**src/hdl/cpu_pkg.sv**
```systemverilog
package cpu_pkg;

	// Machine word
	localparam int data_width = 16;

	// Opcode field in bits 15..12
	typedef enum logic [3:0] {
		op_add  = 4'h0,
		op_sub  = 4'h1,
		op_xor  = 4'h2,
		op_rsv3 = 4'h3,
		op_sll  = 4'h4,
		op_sra  = 4'h5,
		op_ror  = 4'h6,
		op_rsv7 = 4'h7,
		op_lw   = 4'h8,
		op_sw   = 4'h9,
		op_lhb  = 4'ha,
		op_llb  = 4'hb,
		op_b    = 4'hc,
		op_br   = 4'hd,
		op_pcs  = 4'he,
		op_hlt  = 4'hf
	} opcode_e;

	// Branch condition in bits 11..9
	typedef enum logic [2:0] {
		cond_ne = 3'b000,
		cond_eq = 3'b001,
		cond_gt = 3'b010,
		cond_lt = 3'b011,
		cond_ge = 3'b100,
		cond_le = 3'b101,
		cond_ov = 3'b110,
		cond_al = 3'b111
	} cond_e;

	// Bit 2 is z, bit 1 is v, bit 0 is n
	typedef struct packed {
		logic z;
		logic v;
		logic n;
	} flags_t;

	typedef enum logic [1:0] {
		fwd_none     = 2'd0,
		fwd_from_mem = 2'd1,
		fwd_from_wb  = 2'd2
	} fwd_sel_e;

endpackage

```
**src/hdl/instr_mem.sv**
```systemverilog
`timescale 1ns/1ps

module instr_mem
	import cpu_pkg::*;
#(
	parameter int imem_addr_w = 8
) (
	input  logic                  clk,
	input  logic                  load_we,
	input  logic [data_width-1:0] load_addr,
	input  logic [data_width-1:0] load_data,
	input  logic [data_width-1:0] fetch_addr,
	output logic [data_width-1:0] fetch_instr
);

	logic [data_width-1:0] mem [2**imem_addr_w];

	// Program load, byte address dropped to a word index
	always_ff @(posedge clk) begin
		if (load_we) begin
			mem[load_addr[imem_addr_w:1]] <= load_data;
		end
	end

	assign fetch_instr = mem[fetch_addr[imem_addr_w:1]];

endmodule

```
**config.mk**
```make
export PLATFORM = sky130hd
export DESIGN_NAME = instr_mem
export DESIGN_NICKNAME = d
export VERILOG_FILES = /design/src/hdl/cpu_pkg.sv /design/src/hdl/instr_mem.sv
export SDC_FILE = /design/constraint.sdc
export NUM_CORES = 2
export LEC_CHECK = 0
export BUFFER_PORTS_ARGS = -buffer_cell sky130_fd_sc_hd__buf_4
export CAP_MARGIN = 25
export CORE_ASPECT_RATIO = 0.7
export CORE_UTILIZATION = 55
export DETAILED_ROUTE_END_ITERATION = 8
export GPL_TIMING_DRIVEN = 0
export PLACE_DENSITY = 0.76
export SLEW_MARGIN = 20
export SYNTH_ARGS = -nofsm -noshare
export SYNTH_HDL_FRONTEND = slang
export SYNTH_SLANG_ARGS = --single-unit
```
**constraint.sdc**
```tcl
create_clock -name clk -period 4.8 [get_ports clk]
set_input_delay 1.2 -clock clk [delete_from_list [all_inputs] [get_ports clk]]
set_output_delay 1.2 -clock clk [all_outputs]
set_load 0.01 [all_outputs]
```
==> Implementation_results.wiki <==
{| class="wikitable"
! Metric !! Value
|-
| Routed via count divided by cell count || 7.18
|-
| Final-layout worst hold slack || 0.545 ns
|-
| Fraction of the mapped netlist area in adder cells || 0
|-
| Worst min path class || input port to flop
|-
| Number of buffers inserted during clock tree synthesis || 373
|-
| Share of the synthesized netlist area taken by xor and xnor gates || 0
|-
| Cell area after placement || 0.169 mm^2
|-
| Critical Path Sink Type || primary output
|-
| Total routed wirelength || 520 mm
|-
| Post-route DRC || 0
|-
| Relative max-transition margin || 0.196
|-
| Die ar. || 0.290 mm^2
|-
| Area inside the core boundary || 0.286 mm^2
|-
| Final Net Count || 8162
|-
| Leakage power || 0.0590 uW
|-
| Wire length per cell after detailed routing || 42.5 um
|-
| Arr. time, crit path || 4.46 ns
|-
| Run status || finished, violations left
|-
| Library cell appearing most often on the critical path || sky130_fd_sc_hd__buf_16
|-
| Type of the worst setup path || input port to primary output
|-
| Starting Density || 0.554
|-
| Total negative setup slack || -12.09 ns
|-
| Gr ovfl total || 0
|-
| Average size of a mapped cell || 21.6 um^2
|-
| Final-report hold violation count || 0
|-
| Flip-flop count of the largest register after layout || 4096
|-
| Maximum number of pins on one net before global-route repair || 133
|-
| Cell at the root of the clock tree || sky130_fd_sc_hd__clkbuf_16
|-
| Critical path, cell by cell || buf_16, buf_16, buf_12, buf_16, buf_16, buf_6, mux2i_1, o221ai_1, o22ai_1, nor3_1, nor3_1, nor4_4, buf_4
|-
| Cell variety after synth || 51
|-
| Critical path's slowest cell || sky130_fd_sc_hd__nor4_4
|-
| Worst Max-Slew Pin Slew || 1.21 ns
|-
| Antenna violation net count after detailed routing || 0
|-
| Critical-path maximum fanout || 10
|-
| Routed vias || 87800
|-
| Ratio of total power to cell area || 401 mW/mm^2
|-
| Clock sink total || 4096
|-
| Top flip-flop cell by instance count after synthesis || sky130_fd_sc_hd__edfxtp_1
|-
| Worst slack at placement || -2.76 ns
|-
| Critical Path Max Stage Delay || 0.50 ns
|-
| Die boundary width || 643 um
|-
| Htree depth || 5
|-
| Sequential fraction of the synthesis area || 0.777
|-
| Final weighted congestion in routability-driven placement || 1.03
|-
| CTS Hold Bufs || 0
|-
| Vertical die dimension || 451 um
|-
| Number of failing setup endpoints in the final timing report || 16
|-
| Failing checks || setup timing
|-
| Final setup margin || -0.864 ns
|-
| Share of synthesized area spent on multiplexers || 0.155
|-
| Combinational family with the most area after synthesis || multiplexers
|-
| First-pass GRT wire length || 696 mm
|-
| Power Total || 74600 uW
|-
| Detailed-routing iteration count for the pre-antenna-repair pass || 8
|-
| Clock-pin slew on the worst setup and hold paths || 0.06 ns
|-
| Synth Area in Compound Gates || 0.0354
|-
| Post-synthesis to final-layout area growth || 17.5%
|-
| Number of synthesized flops with an enable pin || 4096
|-
| Combined global-route utilization of all metal layers || 0.355
|-
| Share of flip-flops with an asynchronous set or reset || 0
|-
| Hold-critical path endpoint || mem[223][1]
|-
| Cells on Worst Hold Path || 1
|-
| Timing-limited maximum frequency || 177 MHz
|-
| Type of element launching the critical path || input port
|-
| Deepest clock path buffer count || 4
|-
| Violation count after the first detailed-routing iteration || 17200
|-
| Portion of the clock cycle consumed by the worst path in the final layout || 1.18
|-
| Fin crit period || 5.66 ns
|-
| HPWL reported at the end of detailed placement || 347 mm
|-
| Cells after synthesis || 7344
|-
| Number of antenna violations at the first check in global routing || 36
|-
| Critical path required time || 3.60 ns
|-
| Fill cell count || 17500
|-
| Final design area excluding fillers || 0.186 mm^2
|-
| Simple-Gate Fraction of Synth Area || 0.0158
|-
| Post-synthesis instance area || 0.158 mm^2
|-
| Maximum vdd drop || 404 uV
|-
| Pins over their slew limit || 0
|-
| Cell type contributing the most total cell area after synthesis || sky130_fd_sc_hd__edfxtp_1
|-
| Hold path startpoint || load_data[1]
|-
| Layout cells sized above 1 || 0.331
|-
| Leading post-synthesis cells by cell area || sky130_fd_sc_hd__edfxtp_1, sky130_fd_sc_hd__mux4_2, sky130_fd_sc_hd__mux2i_1
|-
| Yosys Warn Count || 0
|-
| Setup repair after global routing missed its margin || true
|-
| Post-synth top area share || 0.777
|-
| I/O Buffers || 39
|-
| Row count || 164
|-
| CTS tree || done
|-
| Maximum Capacitance Violations || 0
|-
| Vias in the first global route || 82700
|-
| Post-synth net total || 7394
|-
| Number of storage elements in the synthesis netlist || 4096
|-
| Num ports || 66
|}
report_power, final:
part	total, uW	switching, uW	leakage, uW	internal [uW]
sequential	39400	19.8	0.0368	39400
clock	29900	13200	0.00578	16700
combinational	5230	3490	0.0164	1740
total	74600	16800	0.0590	57800
critical path: cells and delay by family:
kind	cells	cell delay (ns)
mux	1	0.16
buf+inv	7	1.39
compound gates	2	0.63
simple gates	3	1.01
cells in the final DEF (no fill, tap or decap), types with 103 or more instances in the layout:
| cell | netlist | final |
|---|---|---|
| sky130_fd_sc_hd__a21oi_1 | 175 | 135 |
| sky130_fd_sc_hd__buf_4 | 26 | 148 |
| sky130_fd_sc_hd__buf_6 | 77 | 202 |
| sky130_fd_sc_hd__buf_8 | 11 | 103 |
| sky130_fd_sc_hd__clkbuf_1 | 230 | 135 |
| sky130_fd_sc_hd__clkbuf_16 | 0 | 383 |
| sky130_fd_sc_hd__edfxtp_1 | 4096 | 4096 |
| sky130_fd_sc_hd__mux2i_1 | 565 | 561 |
| sky130_fd_sc_hd__mux4_2 | 797 | 797 |
| sky130_fd_sc_hd__nor2_2 | 0 | 204 |
| sky130_fd_sc_hd__o221ai_1 | 252 | 154 |
| sky130_fd_sc_hd__o22ai_1 | 148 | 120 |
metal layers:
metal  track usage  wire [um]  up-vias
li1              -          -    32900
met1         0.508     186000    45600
met2         0.469     210000     8213
met3         0.179     102000     1125
met4         0.124      21400       36
met5       0.00906        641        -
cell usage after synthesis (2+ instances only):
library cell / n
sky130_fd_sc_hd__nand2_1: 38
sky130_fd_sc_hd__nor3_1: 92
sky130_fd_sc_hd__buf_6: 77
sky130_fd_sc_hd__nand4b_1: 3
sky130_fd_sc_hd__a2111oi_0: 6
sky130_fd_sc_hd__nand4_1: 26
sky130_fd_sc_hd__mux2_2: 88
sky130_fd_sc_hd__buf_12: 5
sky130_fd_sc_hd__clkbuf_1: 230
sky130_fd_sc_hd__a211oi_1: 18
sky130_fd_sc_hd__or3_1: 2
sky130_fd_sc_hd__buf_4: 26
sky130_fd_sc_hd__mux4_2: 797
sky130_fd_sc_hd__nand2b_1: 3
sky130_fd_sc_hd__buf_8: 11
sky130_fd_sc_hd__and3_1: 11
sky130_fd_sc_hd__nor2b_1: 9
sky130_fd_sc_hd__nor4_1: 17
sky130_fd_sc_hd__a221oi_1: 28
sky130_fd_sc_hd__o32ai_1: 20
sky130_fd_sc_hd__a21o_1: 2
sky130_fd_sc_hd__o22ai_1: 148
sky130_fd_sc_hd__buf_2: 76
sky130_fd_sc_hd__a21oi_1: 175
sky130_fd_sc_hd__nor4bb_1: 2
sky130_fd_sc_hd__a31oi_1: 6
sky130_fd_sc_hd__o221ai_1: 252
sky130_fd_sc_hd__nor2_1: 304
sky130_fd_sc_hd__mux2i_1: 565
sky130_fd_sc_hd__o21ai_0: 37
sky130_fd_sc_hd__a22oi_1: 43
sky130_fd_sc_hd__edfxtp_1: 4096
sky130_fd_sc_hd__o31ai_1: 16
sky130_fd_sc_hd__or2_2: 4
sky130_fd_sc_hd__nand3_1: 35
sky130_fd_sc_hd__and4_1: 2
sky130_fd_sc_hd__a22o_1: 32
sky130_fd_sc_hd__buf_1: 27
sky130_fd_sc_hd__inv_1: 3
timing repair:
item                                    in CTS  in global routing
endpoints found under the setup margin      16                 16
pin swaps                                   94                 41
resized for setup                          947                101
setup buffers                               72                 17
gates cloned                                 5                  0
logic make-up after synthesis:
logic type	after synthesis
mux	1450
simple gates	556
compound gates	786
buf+inv	456
flops	4096
cell type report:
class / count / area (um^2) / area share
Multi-Input combinational cell: 2792 / 36400 / 0.196
Buffer: 450 / 4670 / 0.0251
Clock buffer: 451 / 9730 / 0.0523
Antenna cell: 10 / 25.0 / 0.000134
Tap cell: 3818 / 4780 / 0.0257
Timing Repair Buffer: 395 / 5290 / 0.0284
Clock inverter: 215 / 2200 / 0.0118
Inverter: 4 / 23.8 / 0.000128
Sequential cell: 4096 / 123000 / 0.661
how the worst max path moves through the flow:
stage | start | to | slack, ns | depth (start not counted)
after global placement | fetch_addr[3] | fetch_instr[12] | -4.00 | 9
after CTS | fetch_addr[1] | fetch_instr[1] | -0.70 | 12
final | fetch_addr[1] | fetch_instr[1] | -0.86 | 13
after global routing | fetch_addr[1] | fetch_instr[1] | -0.78 | 13
after detailed placement | fetch_addr[3] | fetch_instr[1] | -2.76 | 10
after floorplan | fetch_addr[1] | fetch_instr[10] | 0.38 | 8
metrics by stage:
stage	utilization	cells
2_1_floorplan	-	7344
3_5_place_dp	0.590	11500
4_1_cts	0.649	12200
3_3_place_gp	0.572	11200
5_1_grt	0.651	12200
6_report	0.651	12200
No activity file was read; power rests on OpenSTA's default activity.
