## config.mk

```make
export PLATFORM = sky130hd
export DESIGN_NAME = cpu_core_flat
export DESIGN_NICKNAME = d
export VERILOG_FILES = /design/src/hdl/cpu_pkg.sv /design/src/hdl/mem_if.sv /design/src/hdl/reg_file.sv /design/src/hdl/alu.sv /design/src/hdl/branch_unit.sv /design/src/hdl/hazard_unit.sv /design/src/hdl/cpu_core.sv /design/src/flat_wrapper.sv
export SDC_FILE = /design/constraint.sdc
export NUM_CORES = 1
export LEC_CHECK = 0
export ABC_AREA = 1
export BUFFER_PORTS_ARGS = -buffer_cell sky130_fd_sc_hd__buf_2
export CORE_AREA = 2 2 237 239
export DETAILED_ROUTE_END_ITERATION = 16
export DIE_AREA = 0 0 239 241
export MAX_ROUTING_LAYER = met4
export PLACE_DENSITY = 0.64
export SYNTH_ARGS = -nofsm -noshare
export SYNTH_HDL_FRONTEND = slang
export SYNTH_SLANG_ARGS = --single-unit
```

## constraint.sdc

```tcl
create_clock -name clk -period 4.9 [get_ports clk]
set_clock_uncertainty 0.15 [all_clocks]
set_input_delay 0.735 -clock clk [delete_from_list [all_inputs] [get_ports clk]]
set_output_delay 0.735 -clock clk [all_outputs]
set_load 0.005 [all_outputs]
```

## src/hdl/cpu_pkg.sv

```systemverilog
package cpu_pkg;

	// Machine word
	localparam int data_width = 16;

	// Opcode field in bits 15..12
	typedef enum logic [3:0] {
		op_add  = 4'h0,
		op_sub  = 4'h1,
		op_xor  = 4'h2,
		op_rsv3 = 4'h3,
		op_sll  = 4'h4,
		op_sra  = 4'h5,
		op_ror  = 4'h6,
		op_rsv7 = 4'h7,
		op_lw   = 4'h8,
		op_sw   = 4'h9,
		op_lhb  = 4'ha,
		op_llb  = 4'hb,
		op_b    = 4'hc,
		op_br   = 4'hd,
		op_pcs  = 4'he,
		op_hlt  = 4'hf
	} opcode_e;

	// Branch condition in bits 11..9
	typedef enum logic [2:0] {
		cond_ne = 3'b000,
		cond_eq = 3'b001,
		cond_gt = 3'b010,
		cond_lt = 3'b011,
		cond_ge = 3'b100,
		cond_le = 3'b101,
		cond_ov = 3'b110,
		cond_al = 3'b111
	} cond_e;

	// Bit 2 is z, bit 1 is v, bit 0 is n
	typedef struct packed {
		logic z;
		logic v;
		logic n;
	} flags_t;

	typedef enum logic [1:0] {
		fwd_none     = 2'd0,
		fwd_from_mem = 2'd1,
		fwd_from_wb  = 2'd2
	} fwd_sel_e;

endpackage

```

## src/hdl/mem_if.sv

```systemverilog
`timescale 1ns/1ps

interface mem_if
	import cpu_pkg::*;
#(
	parameter int dmem_addr_w = 8
);

	logic                   en;
	logic                   wr;
	logic [data_width-1:0]  addr;
	logic [dmem_addr_w-1:0] word_addr;
	logic [data_width-1:0]  wdata;
	logic [data_width-1:0]  rdata;

	// Word index seen by the memory
	assign word_addr = addr[dmem_addr_w:1];

	modport core (output en, wr, addr, wdata, input rdata);
	modport mem (input en, wr, word_addr, wdata, output rdata);

endinterface

```

## src/hdl/reg_file.sv

```systemverilog
`timescale 1ns/1ps

module reg_file
	import cpu_pkg::*;
(
	input  logic                  clk,
	input  logic                  rst_n,
	input  logic [3:0]            rd_sel_a,
	input  logic [3:0]            rd_sel_b,
	output logic [data_width-1:0] rd_data_a,
	output logic [data_width-1:0] rd_data_b,
	input  logic                  wr_en,
	input  logic [3:0]            wr_sel,
	input  logic [data_width-1:0] wr_data
);

	logic [data_width-1:0] regs [16];

	always_ff @(posedge clk) begin
		if (!rst_n) begin
			for (int i = 0; i < 16; i++) begin
				regs[i] <= '0;
			end
		end else if (wr_en && wr_sel != 4'd0) begin
			regs[wr_sel] <= wr_data;
		end
	end

	// R0 reads zero
	// Same-cycle write goes straight to the read port
	assign rd_data_a = (rd_sel_a == 4'd0) ? '0 :
		(wr_en && wr_sel == rd_sel_a) ? wr_data : regs[rd_sel_a];
	assign rd_data_b = (rd_sel_b == 4'd0) ? '0 :
		(wr_en && wr_sel == rd_sel_b) ? wr_data : regs[rd_sel_b];

endmodule

```

## src/hdl/alu.sv

```systemverilog
`timescale 1ns/1ps

module alu
	import cpu_pkg::*;
(
	input  opcode_e               op,
	input  logic [data_width-1:0] in_a,
	input  logic [data_width-1:0] in_b,
	input  logic [3:0]            imm4,
	output logic [data_width-1:0] result,
	output flags_t                flags_new,
	output logic [2:0]            flags_we
);

	logic [data_width-1:0] sum;
	logic [data_width-1:0] diff;
	logic [data_width-1:0] rot;
	logic                  add_ovf;
	logic                  sub_ovf;

	assign sum  = in_a + in_b;
	assign diff = in_a - in_b;
	assign rot  = data_width'({in_a, in_a} >> imm4);

	// Signed overflow from the operand and result signs
	assign add_ovf = (in_a[data_width-1] == in_b[data_width-1]) &&
		(sum[data_width-1] != in_a[data_width-1]);
	assign sub_ovf = (in_a[data_width-1] != in_b[data_width-1]) &&
		(diff[data_width-1] != in_a[data_width-1]);

	always_comb begin
		result      = '0;
		flags_we    = 3'b000;
		flags_new.v = 1'b0;
		case (op)
			op_add: begin
				result      = sum;
				flags_new.v = add_ovf;
				flags_we    = 3'b111;
			end
			op_sub: begin
				result      = diff;
				flags_new.v = sub_ovf;
				flags_we    = 3'b111;
			end
			op_xor: begin
				result   = in_a ^ in_b;
				flags_we = 3'b100;
			end
			op_sll: begin
				result   = in_a << imm4;
				flags_we = 3'b100;
			end
			op_sra: begin
				result   = $signed(in_a) >>> imm4;
				flags_we = 3'b100;
			end
			op_ror: begin
				result   = rot;
				flags_we = 3'b100;
			end
			// Reserved and non-ALU opcodes leave the flags alone
			default: ;
		endcase
		flags_new.z = (result == '0);
		flags_new.n = result[data_width-1];
	end

endmodule

```

## src/hdl/branch_unit.sv

```systemverilog
`timescale 1ns/1ps

module branch_unit
	import cpu_pkg::*;
(
	input  logic                  clk,
	input  logic                  rst_n,
	input  logic                  squash,
	input  flags_t                flags_new,
	input  logic [2:0]            flags_we,
	input  logic                  is_b,
	input  logic                  is_br,
	input  cond_e                 cond,
	input  logic [8:0]            imm9,
	input  logic [data_width-1:0] pc_plus2,
	input  logic [data_width-1:0] reg_target,
	output logic                  taken,
	output logic [data_width-1:0] target
);

	flags_t flags_q;
	logic   cond_met;

	// Per-flag update, bubbles in execute write nothing
	always_ff @(posedge clk) begin
		if (!rst_n) begin
			flags_q <= '0;
		end else if (!squash) begin
			flags_q <= flags_t'((flags_we & flags_new) | (~flags_we & flags_q));
		end
	end

	always_comb begin
		case (cond)
			cond_ne: cond_met = !flags_q.z;
			cond_eq: cond_met = flags_q.z;
			cond_gt: cond_met = !flags_q.z && !flags_q.n;
			cond_lt: cond_met = flags_q.n;
			cond_ge: cond_met = flags_q.z || !flags_q.n;
			cond_le: cond_met = flags_q.z || flags_q.n;
			cond_ov: cond_met = flags_q.v;
			default: cond_met = 1'b1;
		endcase
	end

	assign taken  = (is_b || is_br) && cond_met;
	assign target = is_br ? reg_target :
		pc_plus2 + {{(data_width-10){imm9[8]}}, imm9, 1'b0};

endmodule

```

## src/hdl/hazard_unit.sv

```systemverilog
`timescale 1ns/1ps

module hazard_unit
	import cpu_pkg::*;
(
	input  logic [data_width-1:0] id_instr,
	input  logic [data_width-1:0] ex_instr,
	input  logic                  ex_valid,
	input  logic                  ex_is_load,
	input  logic                  mem_wr_en,
	input  logic [3:0]            mem_sel,
	input  logic                  wb_wr_en,
	input  logic [3:0]            wb_sel,
	input  logic [3:0]            ex_rs,
	input  logic [3:0]            ex_rt,
	output logic                  stall,
	output fwd_sel_e              fwd_a,
	output fwd_sel_e              fwd_b,
	output logic                  halt_decoded
);

	opcode_e    id_op;
	logic [3:0] load_rd;
	logic       uses_rs;
	logic       uses_rt;
	logic       uses_rd;

	assign id_op   = opcode_e'(id_instr[15:12]);
	assign load_rd = ex_instr[11:8];

	// Which fields the decode instruction reads
	always_comb begin
		uses_rs = 1'b0;
		uses_rt = 1'b0;
		uses_rd = 1'b0;
		case (id_op)
			op_add, op_sub, op_xor: begin
				uses_rs = 1'b1;
				uses_rt = 1'b1;
			end
			op_sll, op_sra, op_ror, op_lw, op_br: begin
				uses_rs = 1'b1;
			end
			op_sw: begin
				uses_rs = 1'b1;
				uses_rd = 1'b1;
			end
			op_lhb, op_llb: begin
				uses_rd = 1'b1;
			end
			default: ;
		endcase
	end

	assign stall = ex_valid && ex_is_load && load_rd != 4'd0 &&
		((uses_rs && id_instr[7:4] == load_rd) ||
		(uses_rt && id_instr[3:0] == load_rd) ||
		(uses_rd && id_instr[11:8] == load_rd));

	// Memory stage holds the younger result and wins
	assign fwd_a = (mem_wr_en && mem_sel != 4'd0 && mem_sel == ex_rs) ? fwd_from_mem :
		(wb_wr_en && wb_sel != 4'd0 && wb_sel == ex_rs) ? fwd_from_wb : fwd_none;
	assign fwd_b = (mem_wr_en && mem_sel != 4'd0 && mem_sel == ex_rt) ? fwd_from_mem :
		(wb_wr_en && wb_sel != 4'd0 && wb_sel == ex_rt) ? fwd_from_wb : fwd_none;

	assign halt_decoded = (id_op == op_hlt);

endmodule

```

## src/hdl/cpu_core.sv

```systemverilog
`timescale 1ns/1ps

module cpu_core
	import cpu_pkg::*;
(
	input  logic                  clk,
	input  logic                  rst_n,
	output logic [data_width-1:0] fetch_addr,
	input  logic [data_width-1:0] fetch_instr,
	mem_if.core                   dmem,
	output logic                  hlt,
	output logic [data_width-1:0] pc_out,
	output logic                  wb_valid,
	output logic [3:0]            wb_sel,
	output logic [data_width-1:0] wb_data
);

	typedef struct packed {
		logic wr_en;
		logic is_load;
		logic is_store;
		logic is_hlt;
	} ctrl_t;

	// Fetch and global control
	logic [data_width-1:0] pc_q;
	logic [data_width-1:0] pc_plus2;
	logic                  hz_stall;
	logic                  stall;
	logic                  halt_decoded;
	logic                  halting;
	logic                  freeze_q;
	logic                  hlt_q;
	logic                  taken;
	logic [data_width-1:0] target;
	// Decode
	logic                  id_valid;
	logic [data_width-1:0] id_instr;
	logic [data_width-1:0] id_pc2;
	opcode_e               id_op;
	logic [3:0]            id_sel_a;
	logic [3:0]            id_sel_b;
	logic [data_width-1:0] id_data_a;
	logic [data_width-1:0] id_data_b;
	ctrl_t                 id_ctrl;
	// Execute
	logic                  ex_valid;
	logic [data_width-1:0] ex_instr;
	logic [data_width-1:0] ex_pc2;
	logic [data_width-1:0] ex_a;
	logic [data_width-1:0] ex_b;
	logic [3:0]            ex_rs;
	logic [3:0]            ex_rt;
	ctrl_t                 ex_ctrl;
	opcode_e               ex_op;
	fwd_sel_e              fwd_a;
	fwd_sel_e              fwd_b;
	logic [data_width-1:0] in_a;
	logic [data_width-1:0] in_b;
	logic [data_width-1:0] alu_result;
	flags_t                flags_new;
	logic [2:0]            flags_we;
	logic [data_width-1:0] ex_result;
	logic [data_width-1:0] ex_addr;
	// Memory
	logic                  mem_valid;
	ctrl_t                 mem_ctrl;
	logic [3:0]            mem_rd;
	logic [data_width-1:0] mem_result;
	logic [data_width-1:0] mem_addr;
	logic [data_width-1:0] mem_sdata;
	logic [data_width-1:0] mem_data;
	// Writeback
	logic                  wbs_valid;
	logic                  wbs_wr_en;
	logic [3:0]            wbs_rd;
	logic [data_width-1:0] wbs_data;
	logic                  rf_we;

	// ----------------------------------------
	// Control state
	// ----------------------------------------
	assign stall   = hz_stall && id_valid;
	assign halting = id_valid && halt_decoded && !taken;

	always_ff @(posedge clk) begin
		if (!rst_n) begin
			pc_q      <= '0;
			id_valid  <= 1'b0;
			ex_valid  <= 1'b0;
			mem_valid <= 1'b0;
			wbs_valid <= 1'b0;
			freeze_q  <= 1'b0;
			hlt_q     <= 1'b0;
		end else begin
			if (taken) begin
				pc_q <= target;
			end else if (!stall && !halting && !freeze_q) begin
				pc_q <= pc_plus2;
			end
			// Taken branch and HLT both stop younger fetches
			if (taken || halting || freeze_q) begin
				id_valid <= 1'b0;
			end else if (!stall) begin
				id_valid <= 1'b1;
			end
			ex_valid  <= id_valid && !stall && !taken;
			mem_valid <= ex_valid;
			wbs_valid <= mem_valid;
			freeze_q  <= freeze_q || halting;
			hlt_q     <= hlt_q || (mem_valid && mem_ctrl.is_hlt);
		end
	end

	// Stage payloads, meaningful only under their valid bit
	always_ff @(posedge clk) begin
		if (!stall) begin
			id_instr <= fetch_instr;
			id_pc2   <= pc_plus2;
		end
		ex_instr   <= id_instr;
		ex_pc2     <= id_pc2;
		ex_a       <= id_data_a;
		ex_b       <= id_data_b;
		ex_rs      <= id_sel_a;
		ex_rt      <= id_sel_b;
		ex_ctrl    <= id_ctrl;
		mem_ctrl   <= ex_ctrl;
		mem_rd     <= ex_instr[11:8];
		mem_result <= ex_result;
		mem_addr   <= ex_addr;
		mem_sdata  <= in_b;
		wbs_wr_en  <= mem_ctrl.wr_en;
		wbs_rd     <= mem_rd;
		wbs_data   <= mem_data;
	end

	// ----------------------------------------
	// Fetch and decode
	// ----------------------------------------
	assign pc_plus2   = pc_q + data_width'(2);
	assign fetch_addr = pc_q;
	assign pc_out     = pc_q;

	assign id_op = opcode_e'(id_instr[15:12]);
	// LHB and LLB merge into rd, SW stores rd
	assign id_sel_a = (id_op == op_lhb || id_op == op_llb) ? id_instr[11:8] : id_instr[7:4];
	assign id_sel_b = (id_op == op_sw) ? id_instr[11:8] : id_instr[3:0];

	always_comb begin
		id_ctrl.is_load  = (id_op == op_lw);
		id_ctrl.is_store = (id_op == op_sw);
		id_ctrl.is_hlt   = halt_decoded;
		case (id_op)
			op_add, op_sub, op_xor, op_sll, op_sra, op_ror,
			op_lw, op_lhb, op_llb, op_pcs: id_ctrl.wr_en = 1'b1;
			default: id_ctrl.wr_en = 1'b0;
		endcase
	end

	reg_file reg_file_i (
		.clk       (clk),
		.rst_n     (rst_n),
		.rd_sel_a  (id_sel_a),
		.rd_sel_b  (id_sel_b),
		.rd_data_a (id_data_a),
		.rd_data_b (id_data_b),
		.wr_en     (rf_we),
		.wr_sel    (wbs_rd),
		.wr_data   (wbs_data)
	);

	hazard_unit hazard_unit_i (
		.id_instr     (id_instr),
		.ex_instr     (ex_instr),
		.ex_valid     (ex_valid),
		.ex_is_load   (ex_ctrl.is_load),
		.mem_wr_en    (mem_valid && mem_ctrl.wr_en),
		.mem_sel      (mem_rd),
		.wb_wr_en     (rf_we),
		.wb_sel       (wbs_rd),
		.ex_rs        (ex_rs),
		.ex_rt        (ex_rt),
		.stall        (hz_stall),
		.fwd_a        (fwd_a),
		.fwd_b        (fwd_b),
		.halt_decoded (halt_decoded)
	);

	// ----------------------------------------
	// Execute
	// ----------------------------------------
	assign ex_op = opcode_e'(ex_instr[15:12]);
	assign in_a  = (fwd_a == fwd_from_mem) ? mem_data :
		(fwd_a == fwd_from_wb) ? wbs_data : ex_a;
	assign in_b  = (fwd_b == fwd_from_mem) ? mem_data :
		(fwd_b == fwd_from_wb) ? wbs_data : ex_b;

	always_comb begin
		case (ex_op)
			op_lhb:  ex_result = {ex_instr[7:0], in_a[7:0]};
			op_llb:  ex_result = {in_a[15:8], ex_instr[7:0]};
			op_pcs:  ex_result = ex_pc2;
			default: ex_result = alu_result;
		endcase
	end

	// Base plus sign-extended word offset
	assign ex_addr = in_a + {{(data_width-5){ex_instr[3]}}, ex_instr[3:0], 1'b0};

	alu alu_i (
		.op        (ex_op),
		.in_a      (in_a),
		.in_b      (in_b),
		.imm4      (ex_instr[3:0]),
		.result    (alu_result),
		.flags_new (flags_new),
		.flags_we  (flags_we)
	);

	branch_unit branch_unit_i (
		.clk        (clk),
		.rst_n      (rst_n),
		.squash     (!ex_valid),
		.flags_new  (flags_new),
		.flags_we   (flags_we),
		.is_b       (ex_valid && ex_op == op_b),
		.is_br      (ex_valid && ex_op == op_br),
		.cond       (cond_e'(ex_instr[11:9])),
		.imm9       (ex_instr[8:0]),
		.pc_plus2   (ex_pc2),
		.reg_target (in_a),
		.taken      (taken),
		.target     (target)
	);

	// ----------------------------------------
	// Memory and writeback
	// ----------------------------------------
	assign dmem.en    = mem_valid && (mem_ctrl.is_load || mem_ctrl.is_store);
	assign dmem.wr    = mem_valid && mem_ctrl.is_store;
	assign dmem.addr  = mem_addr;
	assign dmem.wdata = mem_sdata;
	assign mem_data   = mem_ctrl.is_load ? dmem.rdata : mem_result;

	assign rf_we    = wbs_valid && wbs_wr_en;
	assign wb_valid = rf_we && wbs_rd != 4'd0;
	assign wb_sel   = wbs_rd;
	assign wb_data  = wbs_data;
	assign hlt      = hlt_q;

endmodule

```

## src/flat_wrapper.sv

```systemverilog
// flat-port wrapper written by rule: the top's interface ports become plain ports
module cpu_core_flat import cpu_pkg::*;
  (clk, rst_n, fetch_addr, fetch_instr, hlt, pc_out, wb_valid, wb_sel, wb_data, dmem_en, dmem_wr, dmem_addr, dmem_wdata, dmem_rdata);
  mem_if dmem_i ();
  input  logic clk;
  input  logic rst_n;
  output logic [data_width-1:0] fetch_addr;
  input  logic [data_width-1:0] fetch_instr;
  output logic hlt;
  output logic [data_width-1:0] pc_out;
  output logic wb_valid;
  output logic [3:0] wb_sel;
  output logic [data_width-1:0] wb_data;
  output wire logic [$bits(dmem_i.en)-1:0] dmem_en;
  output wire logic [$bits(dmem_i.wr)-1:0] dmem_wr;
  output wire logic [$bits(dmem_i.addr)-1:0] dmem_addr;
  output wire logic [$bits(dmem_i.wdata)-1:0] dmem_wdata;
  input wire logic [$bits(dmem_i.rdata)-1:0] dmem_rdata;
  assign dmem_en = dmem_i.en;
  assign dmem_wr = dmem_i.wr;
  assign dmem_addr = {>>{dmem_i.addr}};
  assign dmem_wdata = dmem_i.wdata;
  assign dmem_i.rdata = dmem_rdata;
  cpu_core u_core (.clk(clk), .rst_n(rst_n), .fetch_addr(fetch_addr), .fetch_instr(fetch_instr), .dmem(dmem_i), .hlt(hlt), .pc_out(pc_out), .wb_valid(wb_valid), .wb_sel(wb_sel), .wb_data(wb_data));
endmodule
```

==> reports/results.txt <==
Non-Filler Instances - 4,080
n_diodes - 0
pwr/cell area - 393.5 nW/um2
depth of the most critical reg-to-reg path - 26
clk slew on worst S/H paths - 0.06 ns
1st-pass router iterations - 6
fin crit period - 4.600 ns
detailed placement HPWL - 72,990 um
root buffer selected by CTS - clkbuf_16
gr ovfl total - 0
# fillers - 5,185
fin. max-slew vios - 0
Clock Latency Late Sink - 0.63 ns
Max Cap Violations - 0
Placeable Area - 54,880 um2
slew margin rel. - 0.2059
synthesis-to-finish area growth - 13.11%
hold_buf cts - 0
Leak - 12.47 nW
status - finished clean
Yosys warning total - 0
CP dominant cell by count - nand3_1
clock sink total - 466
Die ar. - 57,600 um2
Top FF cell, synth - edfxtp_1
Mean Syn Cell Area - 8.099 um2
die height - 241 um
Buffers on Ports - 121
num rows - 86
most frequent cells in the layout - nor2_1, nand2_1, o21ai_0
cells after synthesis - 3,227
final worst path period share - 0.9388
Worst Hold Class - input port to flip-flop
highest cell delay on the worst timing path - 0.38 ns
most common cell after layout, fill and taps aside - nor2_1
EDFF count, synth - 288
final hold violation count - 0
post-synthesis sequential area ratio - 0.4673
Crit. Startpoint - u_core.wb_sel[1]
Final Setup Violations - 0
H-Tree Level Count - 2
top-level I/O count - 122
Seq cells post-synth - 466
Slew @ Worst Pin - 1.191 ns
routed vias/inst - 6.128
initial antenna violation count - 0
Setup TNS - 0 ns
Crit Reg-Reg Startpoint - u_core.wb_sel[1]
wire per inst - 25.07 um
crit path kind - flip-flop to flip-flop
clock buffer depth - 3
cts bufs inserted - 53
crit path DAT - 4.91 ns
Hold Path Cell Cnt - 1
critical path endpoint category - flip-flop
routability cong. - 1.099
CTS tree - yes
RSZ-0062 raised after global routing - false
Initial Util - 0.4762
count of unique library cells instantiated by Yosys - 70
Worst Path Max Fanout - 17
largest net degree at the start of global routing - 168
first-pass GRT wire length - 151,300 um
placed cells - 3,976
hold slack - 0.1520 ns
Total GRT Usage - 0.3626
vias after detailed routing - 25,002
DRC Markers - 0
HP Start - fetch_instr[13]
nets@finish - 3,429
share of cells above drive strength 1 - 0.1306
VDD IR max - 318.1 uV
die width - 239 um
Max Clk Rate - 217.4 MHz
overall routed net length - 102,300 um
1st-iter DRT viols - 2,987
Critical-path top delay cell - dfxtp_1
vias in the first global route - 23,683
mapped cell area - 26,140 um2
Synth async-reset ratio - 0
Antenna Violating Nets Remaining - 0
CP Data Required Time - 5.21 ns
startpoint types - flip-flop
==> per-stage QoR <==
stage	total power, mW	cell area (um2)	setup WS [ns]	utilization
after detailed placement	7.479	27670	0.2152	0.5043
final	11.63	29560	0.3001	0.5387
after CTS	11.61	29500	0.2065	0.5375
after global placement	7.460	27670	0.3389	0.5043
after floorplan	6.335	26190	1.038	-
after global routing	12.10	29560	0.0009166	0.5387
==> kinds of logic (layout without fill, tap and decap cells) <==
| kind of cell | Yosys count | in the layout | share of synthesized area |
|---|---|---|---|
| AO/OA/AOI/OAI | 819 | 819 | 0.1819 |
| XOR/XNOR | 54 | 54 | 0.01810 |
| adder cells (fa/ha/maj) | 64 | 64 | 0.03179 |
| buffers and inverters | 453 | 587 | 0.07521 |
| flip-flops | 466 | 466 | 0.4673 |
| multiplexers | 4 | 4 | 0.001532 |
| other | 1 | 16 | 0.0001435 |
| AND/OR/NAND/NOR | 1366 | 1366 | 0.2241 |
==> critical path, delay by kind of cell, from the launching register on <==
| kind | cells | cell delay [ns] |
|---|---|---|
| AOI/OAI and AO/OA | 2 | 0.23 |
| adders and majority gates | 1 | 0.33 |
| buffers and inverters | 5 | 0.87 |
| DFF | 1 | 0.38 |
| and+or+nand+nor | 18 | 2.48 |
==> synthesized netlist by cell type, drive strengths merged, types with 4 or more instances <==
cell type / count / area [um2]
clkinv: 15 / 57.55
xnor2: 14 / 122.6
nand3: 233 / 1271
o31ai: 4 / 30.03
a31oi: 21 / 137.6
o2111ai: 7 / 61.31
or2: 16 / 100.1
a21oi: 190 / 965.9
nand2: 510 / 2014
nor3: 13 / 70.07
buf: 53 / 396.6
xor2: 40 / 350.3
a221oi: 5 / 43.79
o21ai: 393 / 1974
o22ai: 58 / 362.9
a41oi: 17 / 148.9
fa: 4 / 80.08
dfxtp: 178 / 3563
o211ai: 36 / 270.3
a21boi: 5 / 37.53
nor4: 6 / 37.54
edfxtp: 288 / 8648
nand4: 28 / 175.2
inv: 219 / 829.6
o221ai: 36 / 315.3
mux2i: 4 / 40.04
a211o: 4 / 35.03
a21o: 4 / 30.03
ha: 60 / 750.7
o311ai: 27 / 236.5
clkbuf: 166 / 681.9
nor2: 553 / 2141
==> worst paths after layout <==
check	to	slack [ns]
worst min register to register	u_core.mem_ctrl[0]	0.19
worst min-delay path	u_core.id_instr[13]	0.15
worst max-delay path	u_core.mem_result[15]	0.30
worst max register to register	u_core.mem_result[15]	0.30
==> metal layers <==
| metal | global-route usage | up-vias | routed length (um) |
|---|---|---|---|
| li1 | - | 11326 | - |
| met1 | 0.5001 | 11987 | 43420 |
| met2 | 0.5322 | 1477 | 44120 |
| met3 | 0.07183 | 212 | 10860 |
| met4 | 0.1250 | 0 | 3867 |
| met5 | - | - | 0 |
==> power by group <==
part / internal [mW] / leakage (nW) / switching (mW) / total (mW)
Sequential: 4.48 / 4.48 / 0.206 / 4.69
Clock: 2.44 / 0.885 / 1.71 / 4.14
Combinational: 0.843 / 7.11 / 1.96 / 2.80
==> sequential cells by signal (all words and copies together) (netlist names), 4 cells and up, named ones only <==
| signal | count |
|---|---|
| u_core.ex_a | 16 |
| u_core.id_pc2 | 16 |
| u_core.id_instr | 16 |
| u_core.wb_data | 16 |
| u_core.mem_rd | 4 |
| u_core.ex_rs | 4 |
| u_core.ex_instr | 16 |
| u_core.ex_ctrl | 4 |
| u_core.ex_rt | 4 |
| u_core.mem_ctrl | 4 |
| u_core.mem_result | 16 |
| u_core.wb_sel | 4 |
| u_core.ex_pc2 | 16 |
| u_core.dmem.wdata | 16 |
| u_core.dmem.addr | 16 |
| u_core.ex_b | 16 |
| u_core.reg_file_i.regs | 256 |
| u_core.fetch_addr | 16 |
==> what timing repair did <==
item | 4_1_cts | 5_1_grt
endpoints found under the setup margin | 0 | 9
gates resized for setup | 0 | 16
buffers inserted | 0 | 4
==> final cells by class <==
cell class,count,area (um2),share of cell area
Clock inverter,24,255.2,0.008634
Tap cell,704,880.8,0.02980
Timing Repair Buffer,253,1667,0.05638
Multi-Input combinational cell,2323,12090,0.4089
Sequential cell,466,12220,0.4132
Clock buffer,76,1567,0.05299
Inverter,234,890.9,0.03014
Note: power is estimated with default switching activity, not from simulation.
